[src/verilog/bus_pkg.sv]
`default_nettype none

package bus_pkg;

    // one access from a requester, or on the external bus
    typedef struct packed {
        // read strobe, held until busy drops
        logic        ren;
        // write strobe, held until busy drops
        logic        wen;
        // byte address
        logic [31:0] addr;
        logic [31:0] wdata;
        // one bit per byte lane of wdata
        logic [3:0]  byte_en;
    } gen_bus_req_t;

    // reply side of the same bus
    typedef struct packed {
        // valid in the cycle busy is low with a raised request
        logic [31:0] rdata;
        // high while the access is still in progress
        logic        busy;
        // access failed, qualified like rdata
        logic        error;
    } gen_bus_rsp_t;

    // 2 strobes + 32 addr + 32 data + 4 byte enables
    localparam int GEN_BUS_REQ_W = $bits(gen_bus_req_t);

    // 32 data + busy + error
    localparam int GEN_BUS_RSP_W = $bits(gen_bus_rsp_t);

endpackage

`default_nettype wire

[src/verilog/mc_pkg.sv]
`default_nettype none

package mc_pkg;

    // controller sequencing, exactly one transaction in flight
    typedef enum logic [1:0] {
        L2_IDLE   = 2'd0,
        L2_ACCESS = 2'd1,
        L2_RETURN = 2'd2
    } l2_state_t;

    // life of one captured access inside a front side port
    typedef enum logic [1:0] {
        FS_IDLE  = 2'd0,
        FS_PEND  = 2'd1,
        FS_GRANT = 2'd2,
        FS_DONE  = 2'd3
    } fs_state_t;

    // result held by the controller between translator done and port done
    typedef struct packed {
        logic [31:0] rdata;
        logic        error;
    } mc_result_t;

endpackage

`default_nettype wire

[src/verilog/front_side_port.sv]
`timescale 1ns/1ps
`default_nettype none

module front_side_port
    import bus_pkg::*;
    import mc_pkg::*;
(
    input  logic         CLK,
    input  logic         rst,
    input  gen_bus_req_t req,
    output gen_bus_rsp_t rsp,
    input  logic         abort,
    output gen_bus_req_t pend_req,
    output logic         pend,
    input  logic         granted,
    input  logic         done,
    input  logic [31:0]  done_rdata,
    input  logic         done_error
);

    fs_state_t    state_q;
    gen_bus_req_t req_q;
    logic [31:0]  rdata_q;
    logic         error_q;
    logic         req_raised;

    assign req_raised = req.ren | req.wen;

    // state of the captured access
    always_ff @(posedge CLK) begin
        if (rst) begin
            state_q <= FS_IDLE;
        end else begin
            case (state_q)
                FS_IDLE: begin
                    // abort before capture completes straight away as an error
                    if (req_raised) begin
                        state_q <= abort ? FS_DONE : FS_PEND;
                    end
                end
                // a grant wins over an abort in the same cycle
                FS_PEND: begin
                    if (granted) begin
                        state_q <= FS_GRANT;
                    end else if (abort) begin
                        state_q <= FS_DONE;
                    end
                end
                FS_GRANT: begin
                    if (done) begin
                        state_q <= FS_DONE;
                    end
                end
                // completion cycle, requester may drop or change the request
                default: state_q <= FS_IDLE;
            endcase
        end
    end

    // captured request and returned data
    always_ff @(posedge CLK) begin
        if (state_q == FS_IDLE && req_raised) begin
            req_q   <= req;
            error_q <= abort;
        end else if (state_q == FS_PEND && !granted && abort) begin
            error_q <= 1'b1;
        end else if (state_q == FS_GRANT && done) begin
            rdata_q <= done_rdata;
            error_q <= done_error;
        end
    end

    assign pend_req = req_q;
    assign pend     = (state_q == FS_PEND);

    // busy from the raise until the done cycle
    assign rsp.busy  = req_raised && (state_q != FS_DONE);
    assign rsp.rdata = rdata_q;
    // error only qualified in the completion cycle
    assign rsp.error = (state_q == FS_DONE) && error_q;

endmodule

`default_nettype wire

[src/verilog/memory_controller.sv]
`timescale 1ns/1ps
`default_nettype none

module memory_controller
    import bus_pkg::*;
    import mc_pkg::*;
#(
    parameter int NUM_HARTS = 2,
    localparam int NUM_PORTS = 2 * NUM_HARTS
) (
    input  logic                         CLK,
    input  logic                         rst,
    input  gen_bus_req_t [NUM_PORTS-1:0] pend_req,
    input  logic [NUM_PORTS-1:0]         pend,
    output logic [NUM_PORTS-1:0]         granted,
    output logic [NUM_PORTS-1:0]         done,
    output logic [31:0]                  rsp_rdata,
    output logic                         rsp_error,
    output gen_bus_req_t                 bt_req,
    output logic                         bt_start,
    input  logic                         bt_done,
    input  logic [31:0]                  bt_rdata,
    input  logic                         bt_error
);

    // index width for 2 to 8 ports
    localparam int PW = $clog2(NUM_PORTS);

    l2_state_t  state_q;
    logic [PW-1:0] ptr_q;
    logic [PW-1:0] sel_q;
    logic [PW-1:0] pick;
    logic          found;
    mc_result_t    result_q;

    // round robin, search starts at the pointer and wraps
    always_comb begin
        int idx;
        pick  = '0;
        found = 1'b0;
        for (int i = 0; i < NUM_PORTS; i++) begin
            idx = int'(ptr_q) + i;
            if (idx >= NUM_PORTS) begin
                idx = idx - NUM_PORTS;
            end
            if (!found && pend[idx]) begin
                found = 1'b1;
                pick  = idx[PW-1:0];
            end
        end
    end

    // grant and start share the idle cycle
    assign bt_start = (state_q == L2_IDLE) && found;
    assign bt_req   = pend_req[pick];

    always_comb begin
        granted = '0;
        if (bt_start) begin
            granted[pick] = 1'b1;
        end
    end

    // one-hot completion back to the served port
    always_comb begin
        done = '0;
        if (state_q == L2_RETURN) begin
            done[sel_q] = 1'b1;
        end
    end

    always_ff @(posedge CLK) begin
        if (rst) begin
            state_q <= L2_IDLE;
            ptr_q   <= '0;
            sel_q   <= '0;
        end else begin
            case (state_q)
                L2_IDLE: begin
                    if (found) begin
                        state_q <= L2_ACCESS;
                        sel_q   <= pick;
                        // next search starts after the port just granted
                        ptr_q   <= (pick == PW'(NUM_PORTS - 1)) ? '0 : pick + PW'(1);
                    end
                end
                // wait on the translator, ext busy stalls here
                L2_ACCESS: begin
                    if (bt_done) begin
                        state_q <= L2_RETURN;
                    end
                end
                default: state_q <= L2_IDLE;
            endcase
        end
    end

    // translator result held for the return cycle
    always_ff @(posedge CLK) begin
        if (state_q == L2_ACCESS && bt_done) begin
            result_q.rdata <= bt_rdata;
            result_q.error <= bt_error;
        end
    end

    assign rsp_rdata = result_q.rdata;
    assign rsp_error = result_q.error;

endmodule

`default_nettype wire

[src/verilog/generic_nonpipeline.sv]
`timescale 1ns/1ps
`default_nettype none

module generic_nonpipeline
    import bus_pkg::*;
(
    input  logic         CLK,
    input  logic         rst,
    input  gen_bus_req_t req,
    input  logic         start,
    output logic         done,
    output logic [31:0]  rdata,
    output logic         error,
    output gen_bus_req_t ext_req,
    input  gen_bus_rsp_t ext_rsp
);

    // transaction currently driven on the external bus
    logic         active_q;
    gen_bus_req_t req_q;
    logic         done_q;
    logic [31:0]  rdata_q;
    logic         error_q;
    logic         ext_complete;

    // memory drops busy in the last cycle of the access
    assign ext_complete = active_q && !ext_rsp.busy;

    always_ff @(posedge CLK) begin
        if (rst) begin
            active_q <= 1'b0;
            done_q   <= 1'b0;
        end else begin
            done_q <= ext_complete;
            if (start && !active_q) begin
                active_q <= 1'b1;
            end else if (ext_complete) begin
                active_q <= 1'b0;
            end
        end
    end

    // payload captured at start, result at completion
    always_ff @(posedge CLK) begin
        if (start && !active_q) begin
            req_q <= req;
        end
        if (ext_complete) begin
            rdata_q <= ext_rsp.rdata;
            error_q <= ext_rsp.error;
        end
    end

    // strobes only while the transaction is open
    always_comb begin
        ext_req     = req_q;
        ext_req.ren = active_q && req_q.ren;
        ext_req.wen = active_q && req_q.wen;
    end

    assign done  = done_q;
    assign rdata = rdata_q;
    assign error = error_q;

endmodule

`default_nettype wire

[src/verilog/multicore_mem_top.sv]
`timescale 1ns/1ps
`default_nettype none

module multicore_mem_top
    import bus_pkg::*;
#(
    parameter int NUM_HARTS = 2,
    localparam int NUM_PORTS = 2 * NUM_HARTS
) (
    input  logic                         CLK,
    input  logic                         rst,
    input  gen_bus_req_t [NUM_PORTS-1:0] fs_req,
    output gen_bus_rsp_t [NUM_PORTS-1:0] fs_rsp,
    input  logic [NUM_HARTS-1:0]         abort,
    input  logic [NUM_HARTS-1:0]         hart_halt,
    output logic                         halt,
    output gen_bus_req_t                 ext_req,
    input  gen_bus_rsp_t                 ext_rsp
);

    // port to controller
    gen_bus_req_t [NUM_PORTS-1:0] pend_req;
    logic [NUM_PORTS-1:0]         pend;
    logic [NUM_PORTS-1:0]         granted;
    logic [NUM_PORTS-1:0]         done;
    logic [31:0]                  rsp_rdata;
    logic                         rsp_error;

    // controller to translator
    gen_bus_req_t bt_req;
    logic         bt_start;
    logic         bt_done;
    logic [31:0]  bt_rdata;
    logic         bt_error;

    // whole system halts only when every hart has
    assign halt = &hart_halt;

    // port 2h is the instruction side of hart h, 2h+1 the data side
    genvar p;
    generate
        for (p = 0; p < NUM_PORTS; p++) begin : g_port
            front_side_port fsp (
                .CLK        (CLK),
                .rst        (rst),
                .req        (fs_req[p]),
                .rsp        (fs_rsp[p]),
                .abort      (abort[p / 2]),
                .pend_req   (pend_req[p]),
                .pend       (pend[p]),
                .granted    (granted[p]),
                .done       (done[p]),
                .done_rdata (rsp_rdata),
                .done_error (rsp_error)
            );
        end
    endgenerate

    memory_controller #(
        .NUM_HARTS (NUM_HARTS)
    ) mc (
        .CLK       (CLK),
        .rst       (rst),
        .pend_req  (pend_req),
        .pend      (pend),
        .granted   (granted),
        .done      (done),
        .rsp_rdata (rsp_rdata),
        .rsp_error (rsp_error),
        .bt_req    (bt_req),
        .bt_start  (bt_start),
        .bt_done   (bt_done),
        .bt_rdata  (bt_rdata),
        .bt_error  (bt_error)
    );

    // generic bus variant of the output side
    generic_nonpipeline bt (
        .CLK     (CLK),
        .rst     (rst),
        .req     (bt_req),
        .start   (bt_start),
        .done    (bt_done),
        .rdata   (bt_rdata),
        .error   (bt_error),
        .ext_req (ext_req),
        .ext_rsp (ext_rsp)
    );

endmodule

`default_nettype wire

[config.mk]
export PLATFORM = sky130hd
export DESIGN_NAME = multicore_mem_top
export DESIGN_NICKNAME = d
export VERILOG_FILES = /design/src/verilog/bus_pkg.sv /design/src/verilog/mc_pkg.sv /design/src/verilog/front_side_port.sv /design/src/verilog/memory_controller.sv /design/src/verilog/generic_nonpipeline.sv /design/src/verilog/multicore_mem_top.sv
export SDC_FILE = /design/constraint.sdc
export NUM_CORES = 1
export LEC_CHECK = 0
export ABC_AREA = 1
export BUFFER_PORTS_ARGS = -buffer_cell sky130_fd_sc_hd__buf_2
export CAP_MARGIN = 0
export CORE_UTILIZATION = 47
export DETAILED_ROUTE_END_ITERATION = 16
export HOLD_SLACK_MARGIN = 0.08
export PLACE_DENSITY = 0.72
export SYNTH_ARGS = -nofsm -noshare
export SYNTH_HDL_FRONTEND = slang
export SYNTH_SLANG_ARGS = --single-unit
[constraint.sdc]
create_clock -name CLK -period 8.8 [get_ports CLK]
set_input_delay 0.88 -clock CLK [delete_from_list [all_inputs] [get_ports CLK]]
set_output_delay 0.88 -clock CLK [all_outputs]
set_load 0.03 [all_outputs]
==> impl_results.html <==
<table>
<tr><th>Metric</th><th>Value</th></tr>
<tr><th colspan="2">Drt</th></tr>
<tr><td>Total detailed-routing wirelength</td><td>47.86 mm</td></tr>
<tr><td>Antenna Nets Post-Route</td><td>0</td></tr>
<tr><td>Violation count after the first detailed-route iteration</td><td>952</td></tr>
<tr><td>Drt first pass iters</td><td>5</td></tr>
<tr><td>Vias</td><td>11960</td></tr>
<tr><td>Detail-routed via count per cell</td><td>5.106</td></tr>
<tr><td>Post-route DRC</td><td>0</td></tr>
<tr><td>Routed length per placed instance</td><td>20.43 um</td></tr>
<tr><th colspan="2">Clocking</th></tr>
<tr><td>Number of buffers on the longest clock path</td><td>3</td></tr>
<tr><td>Resized Gates After CTS</td><td>0</td></tr>
<tr><td>Post-CTS setup buffers</td><td>0</td></tr>
<tr><td>Number of clock sinks seen by CTS</td><td>564</td></tr>
<tr><td>Clock edge transition at the registers on the reported setup and hold paths</td><td>0.06 ns</td></tr>
<tr><td>Hold buffer count at cts</td><td>0</td></tr>
<tr><td>CTS tree</td><td>yes</td></tr>
<tr><td>Clk Tree Root Cell</td><td>clkbuf_16</td></tr>
<tr><td>Clock insertion delay at the later pin of the skew report</td><td>0.60 ns</td></tr>
<tr><td>Total clock buffers created by CTS</td><td>55</td></tr>
<tr><td>Number of H-tree levels</td><td>2</td></tr>
<tr><th colspan="2">Place</th></tr>
<tr><td>Detailed placer's ending HPWL</td><td>32.09 mm</td></tr>
<tr><td>Post-placement setup slack</td><td>5.465 ns</td></tr>
<tr><td>RePlAce Congestion</td><td>0.8844</td></tr>
<tr><td>Count of port buffers added during placement</td><td>526</td></tr>
<tr><th colspan="2">Finish</th></tr>
<tr><td>Area of combinational cells with multiple inputs</td><td>2700 sq um</td></tr>
<tr><td>Most common library cell in the layout ignoring fill and taps</td><td>edfxtp_1</td></tr>
<tr><td>Nets</td><td>2089</td></tr>
<tr><td>Ratio of cells with drive above 1 in the final layout</td><td>36.53%</td></tr>
<tr><td>Growth of design area from synthesis to finish</td><td>22.79%</td></tr>
<tr><td>FF+latch area</td><td>16780 sq um</td></tr>
<tr><td>Commonest cells after routing, fill and taps aside</td><td>edfxtp_1 (548), buf_2 (526), nand2_1 (287)</td></tr>
<tr><td>Number of filler instances in the final layout</td><td>3215</td></tr>
<tr><th colspan="2">Job</th></tr>
<tr><td>Number of violations of the max-capacitance limit</td><td>0</td></tr>
<tr><th colspan="2">STA</th></tr>
<tr><td>Maximum achievable frequency</td><td>301.3 MHz</td></tr>
<tr><td>Final-report setup violation count</td><td>0</td></tr>
<tr><td>Final Critical Period</td><td>3.318 ns</td></tr>
<tr><td>Worst hold slack</td><td>0.4088 ns</td></tr>
<tr><td>Final setup margin</td><td>5.482 ns</td></tr>
<tr><td>Clock Skew</td><td>0.01191 ns</td></tr>
<tr><td>Worst slew margin</td><td>22.62%</td></tr>
<tr><td>Setup TNS</td><td>0 ns</td></tr>
<tr><td>Transition at the pin with the smallest max-transition slack</td><td>1.161 ns</td></tr>
<tr><td>Final critical-path share of the clock period</td><td>37.71%</td></tr>
<tr><td>RSZ-0062 raised after global routing</td><td>no</td></tr>
<tr><td>Count of final max-slew check failures</td><td>0</td></tr>
<tr><td>Number of hold violations in the final report</td><td>0</td></tr>
<tr><th colspan="2">Worst setup path</th></tr>
<tr><td>CP most frequent cell</td><td>nand2_1</td></tr>
<tr><td>Crit path DAT</td><td>3.54 ns</td></tr>
<tr><td>Biggest fanout along the worst timing path</td><td>38</td></tr>
<tr><td>Critical Path Start Type</td><td>register</td></tr>
<tr><td>Worst path slowest cell</td><td>nor2_4</td></tr>
<tr><td>Class of the most critical setup path</td><td>register to register</td></tr>
<tr><td>Series of cell instances along the critical path</td><td>inv_2 &gt; nand2_1 &gt; nand2_1 &gt; nand2_1 &gt; nand2_2 &gt; nand4_1 &gt; nand2_2 &gt; nor2_4 &gt; buf_4</td></tr>
<tr><td>Longest individual stage delay on the worst path</td><td>0.82 ns</td></tr>
<tr><td>Worst Path Required</td><td>9.02 ns</td></tr>
<tr><td>Cell class contributing the biggest share of worst-path delay</td><td>simple AND/OR/NAND/NOR gates</td></tr>
<tr><td>Type of destination of the critical path</td><td>register</td></tr>
<tr><td>Buf+Inv Stages, Crit Path</td><td>2</td></tr>
<tr><th colspan="2">Synthesis</th></tr>
<tr><td>Sequential element share of the synthesized area</td><td>82.75%</td></tr>
<tr><td>Mean instance size in the synthesized netlist</td><td>16.19 sq um</td></tr>
<tr><td>Yosys warning total</td><td>0</td></tr>
<tr><td>Proportion of netlist area held by the largest area contributor</td><td>81.17%</td></tr>
<tr><td>Post-Synthesis Cells</td><td>1252</td></tr>
<tr><td>Register bit total from synthesis</td><td>564</td></tr>
<tr><td>Nets in the synthesized netlist</td><td>1592</td></tr>
<tr><td>Cell type with the highest aggregate area in the netlist</td><td>edfxtp_1</td></tr>
<tr><td>Unique cell type count in the Yosys netlist</td><td>32</td></tr>
<tr><td>Post-synthesis cell area</td><td>20270 sq um</td></tr>
<tr><td>Top cells by area in the synthesized netlist</td><td>edfxtp_1 (81%), nand2_1 (5.3%), buf_4 (2.5%)</td></tr>
<tr><th colspan="2">Die</th></tr>
<tr><td>Vertical die dimension</td><td>209.7 um</td></tr>
<tr><td>Effective utilization at floorplan</td><td>48.01%</td></tr>
<tr><td>Top Ports</td><td>527</td></tr>
<tr><td>Floorplan die area</td><td>43970 sq um</td></tr>
<tr><td>Area of the core</td><td>42230 sq um</td></tr>
<tr><td>Number of placement rows</td><td>75</td></tr>
<tr><td>Die X</td><td>209.7 um</td></tr>
<tr><th colspan="2">Power and ir drop</th></tr>
<tr><td>Maximum resistive drop on vdd</td><td>0.0002667 V</td></tr>
<tr><td>P_leak</td><td>9.751 nW</td></tr>
<tr><td>Power Dens Cells</td><td>381.0 nW/um^2</td></tr>
<tr><td>Post-layout power</td><td>9.483 mW</td></tr>
<tr><th colspan="2">Global route</th></tr>
<tr><td>Maximum number of pins on one net before global-route repair</td><td>72</td></tr>
<tr><td>GRT Resource Usage Total</td><td>21.61%</td></tr>
<tr><td>GRT overflow</td><td>0</td></tr>
<tr><td>Wire length of the first global-routing pass</td><td>70.05 mm</td></tr>
<tr><td>Number of antenna violations at the first check in global routing</td><td>15</td></tr>
<tr><td>Number of global-route vias before repair</td><td>11760</td></tr>
<tr><th colspan="2">Run status</th></tr>
<tr><td>Status</td><td>complete, no violations</td></tr>
<tr><th colspan="2">Hold path</th></tr>
<tr><td>Path class of the lowest-slack min-delay path</td><td>register to register</td></tr>
</table>
==> registers in the layout, indices dropped and copies added, names as in the netlist, 2 cells and up <==
name                 count
mc.state_q               2
mc.rsp_rdata            32
bt.ext_req              68
mc.ptr_q                 2
bt.rdata                32
g_port.fsp.rdata_q     128
g_port.fsp.state_q       8
mc.sel_q                 2
g_port.fsp.pend_req    280
g_port.fsp.error_q       4
bt.req_q                 2
==> where the power goes <==
part           switching [mW]  internal [mW]  total [mW]  leakage (nW)
registers               0.214           3.98        4.20          5.30
clock network           0.991           1.33        2.32         0.883
logic                    2.22          0.747        2.97          3.57
==> worst paths after layout <==
kind                              startpoint                to  slack, ns  cells past startpoint
worst min-delay path            bt.rdata[18]  mc.rsp_rdata[18]       0.41                      0
worst min register to register  bt.rdata[18]  mc.rsp_rdata[18]       0.41                      0
worst max register to register   mc.ptr_q[0]     bt.ext_req[3]       5.48                      9
worst max-delay path             mc.ptr_q[0]     bt.ext_req[3]       5.48                      9
==> stage by stage <==
stage | instance area [sq um] | cells | utilization [%]
final | 24890 | 2343 | 58.95
after global routing | 24890 | 2340 | 58.93
after detailed placement | 23080 | 2231 | 54.66
after floorplan | 20270 | 1252 | -
after CTS | 24870 | 2332 | 58.88
after global placement | 23080 | 2231 | 54.66
==> synth_stat cells <==
master    instances
edfxtp_1        548
nand2_1         287
buf_4            68
nand3_1          55
inv_1            46
nand4_1          43
nor2_1           43
a22oi_1          36
buf_2            29
ha_1             20
dfxtp_1          16
a21oi_1          15
inv_2             7
nand2_2           7
o21ai_0           5
nor3_1            4
nor2_2            3
o21ai_1           3
a211oi_1          2
a31oi_1           2
o211ai_1          2
a21boi_2          1
a21oi_2           1
a22o_1            1
a32oi_1           1
buf_6             1
clkbuf_1          1
nand2_4           1
nand3_2           1
nor2_4            1
nor4_1            1
o21a_1            1
==> logic make-up (layout without fill, tap and decap cells) <==
logic type	after synthesis	after routing	share of synthesized area, %
other	0	11	0
AO/OA/AOI/OAI	70	70	2.333
AND/OR/NAND/NOR	446	446	9.393
adder cells (fa/ha/maj)	20	20	1.234
flip-flops	564	564	82.75
buffers and inverters	152	693	4.289
==> layer usage <==
layer / global-route usage (%) / routed length (um)
met1: 26.66 / 18400
met2: 36.08 / 23570
met3: 6.270 / 4306
met4: 8.281 / 1519
met5: 0 / 61
==> layout make-up <==
class | count | area share, %
Antenna cell | 11 | 0.1106
Clock buffer | 61 | 5.790
Timing Repair Buffer | 539 | 10.97
Tap cell | 539 | 2.709
Multi-Input combinational cell | 536 | 10.85
Inverter | 53 | 0.8042
Clock inverter | 40 | 1.377
Sequential cell | 564 | 67.39
Note: power is estimated with default switching activity, not from simulation.
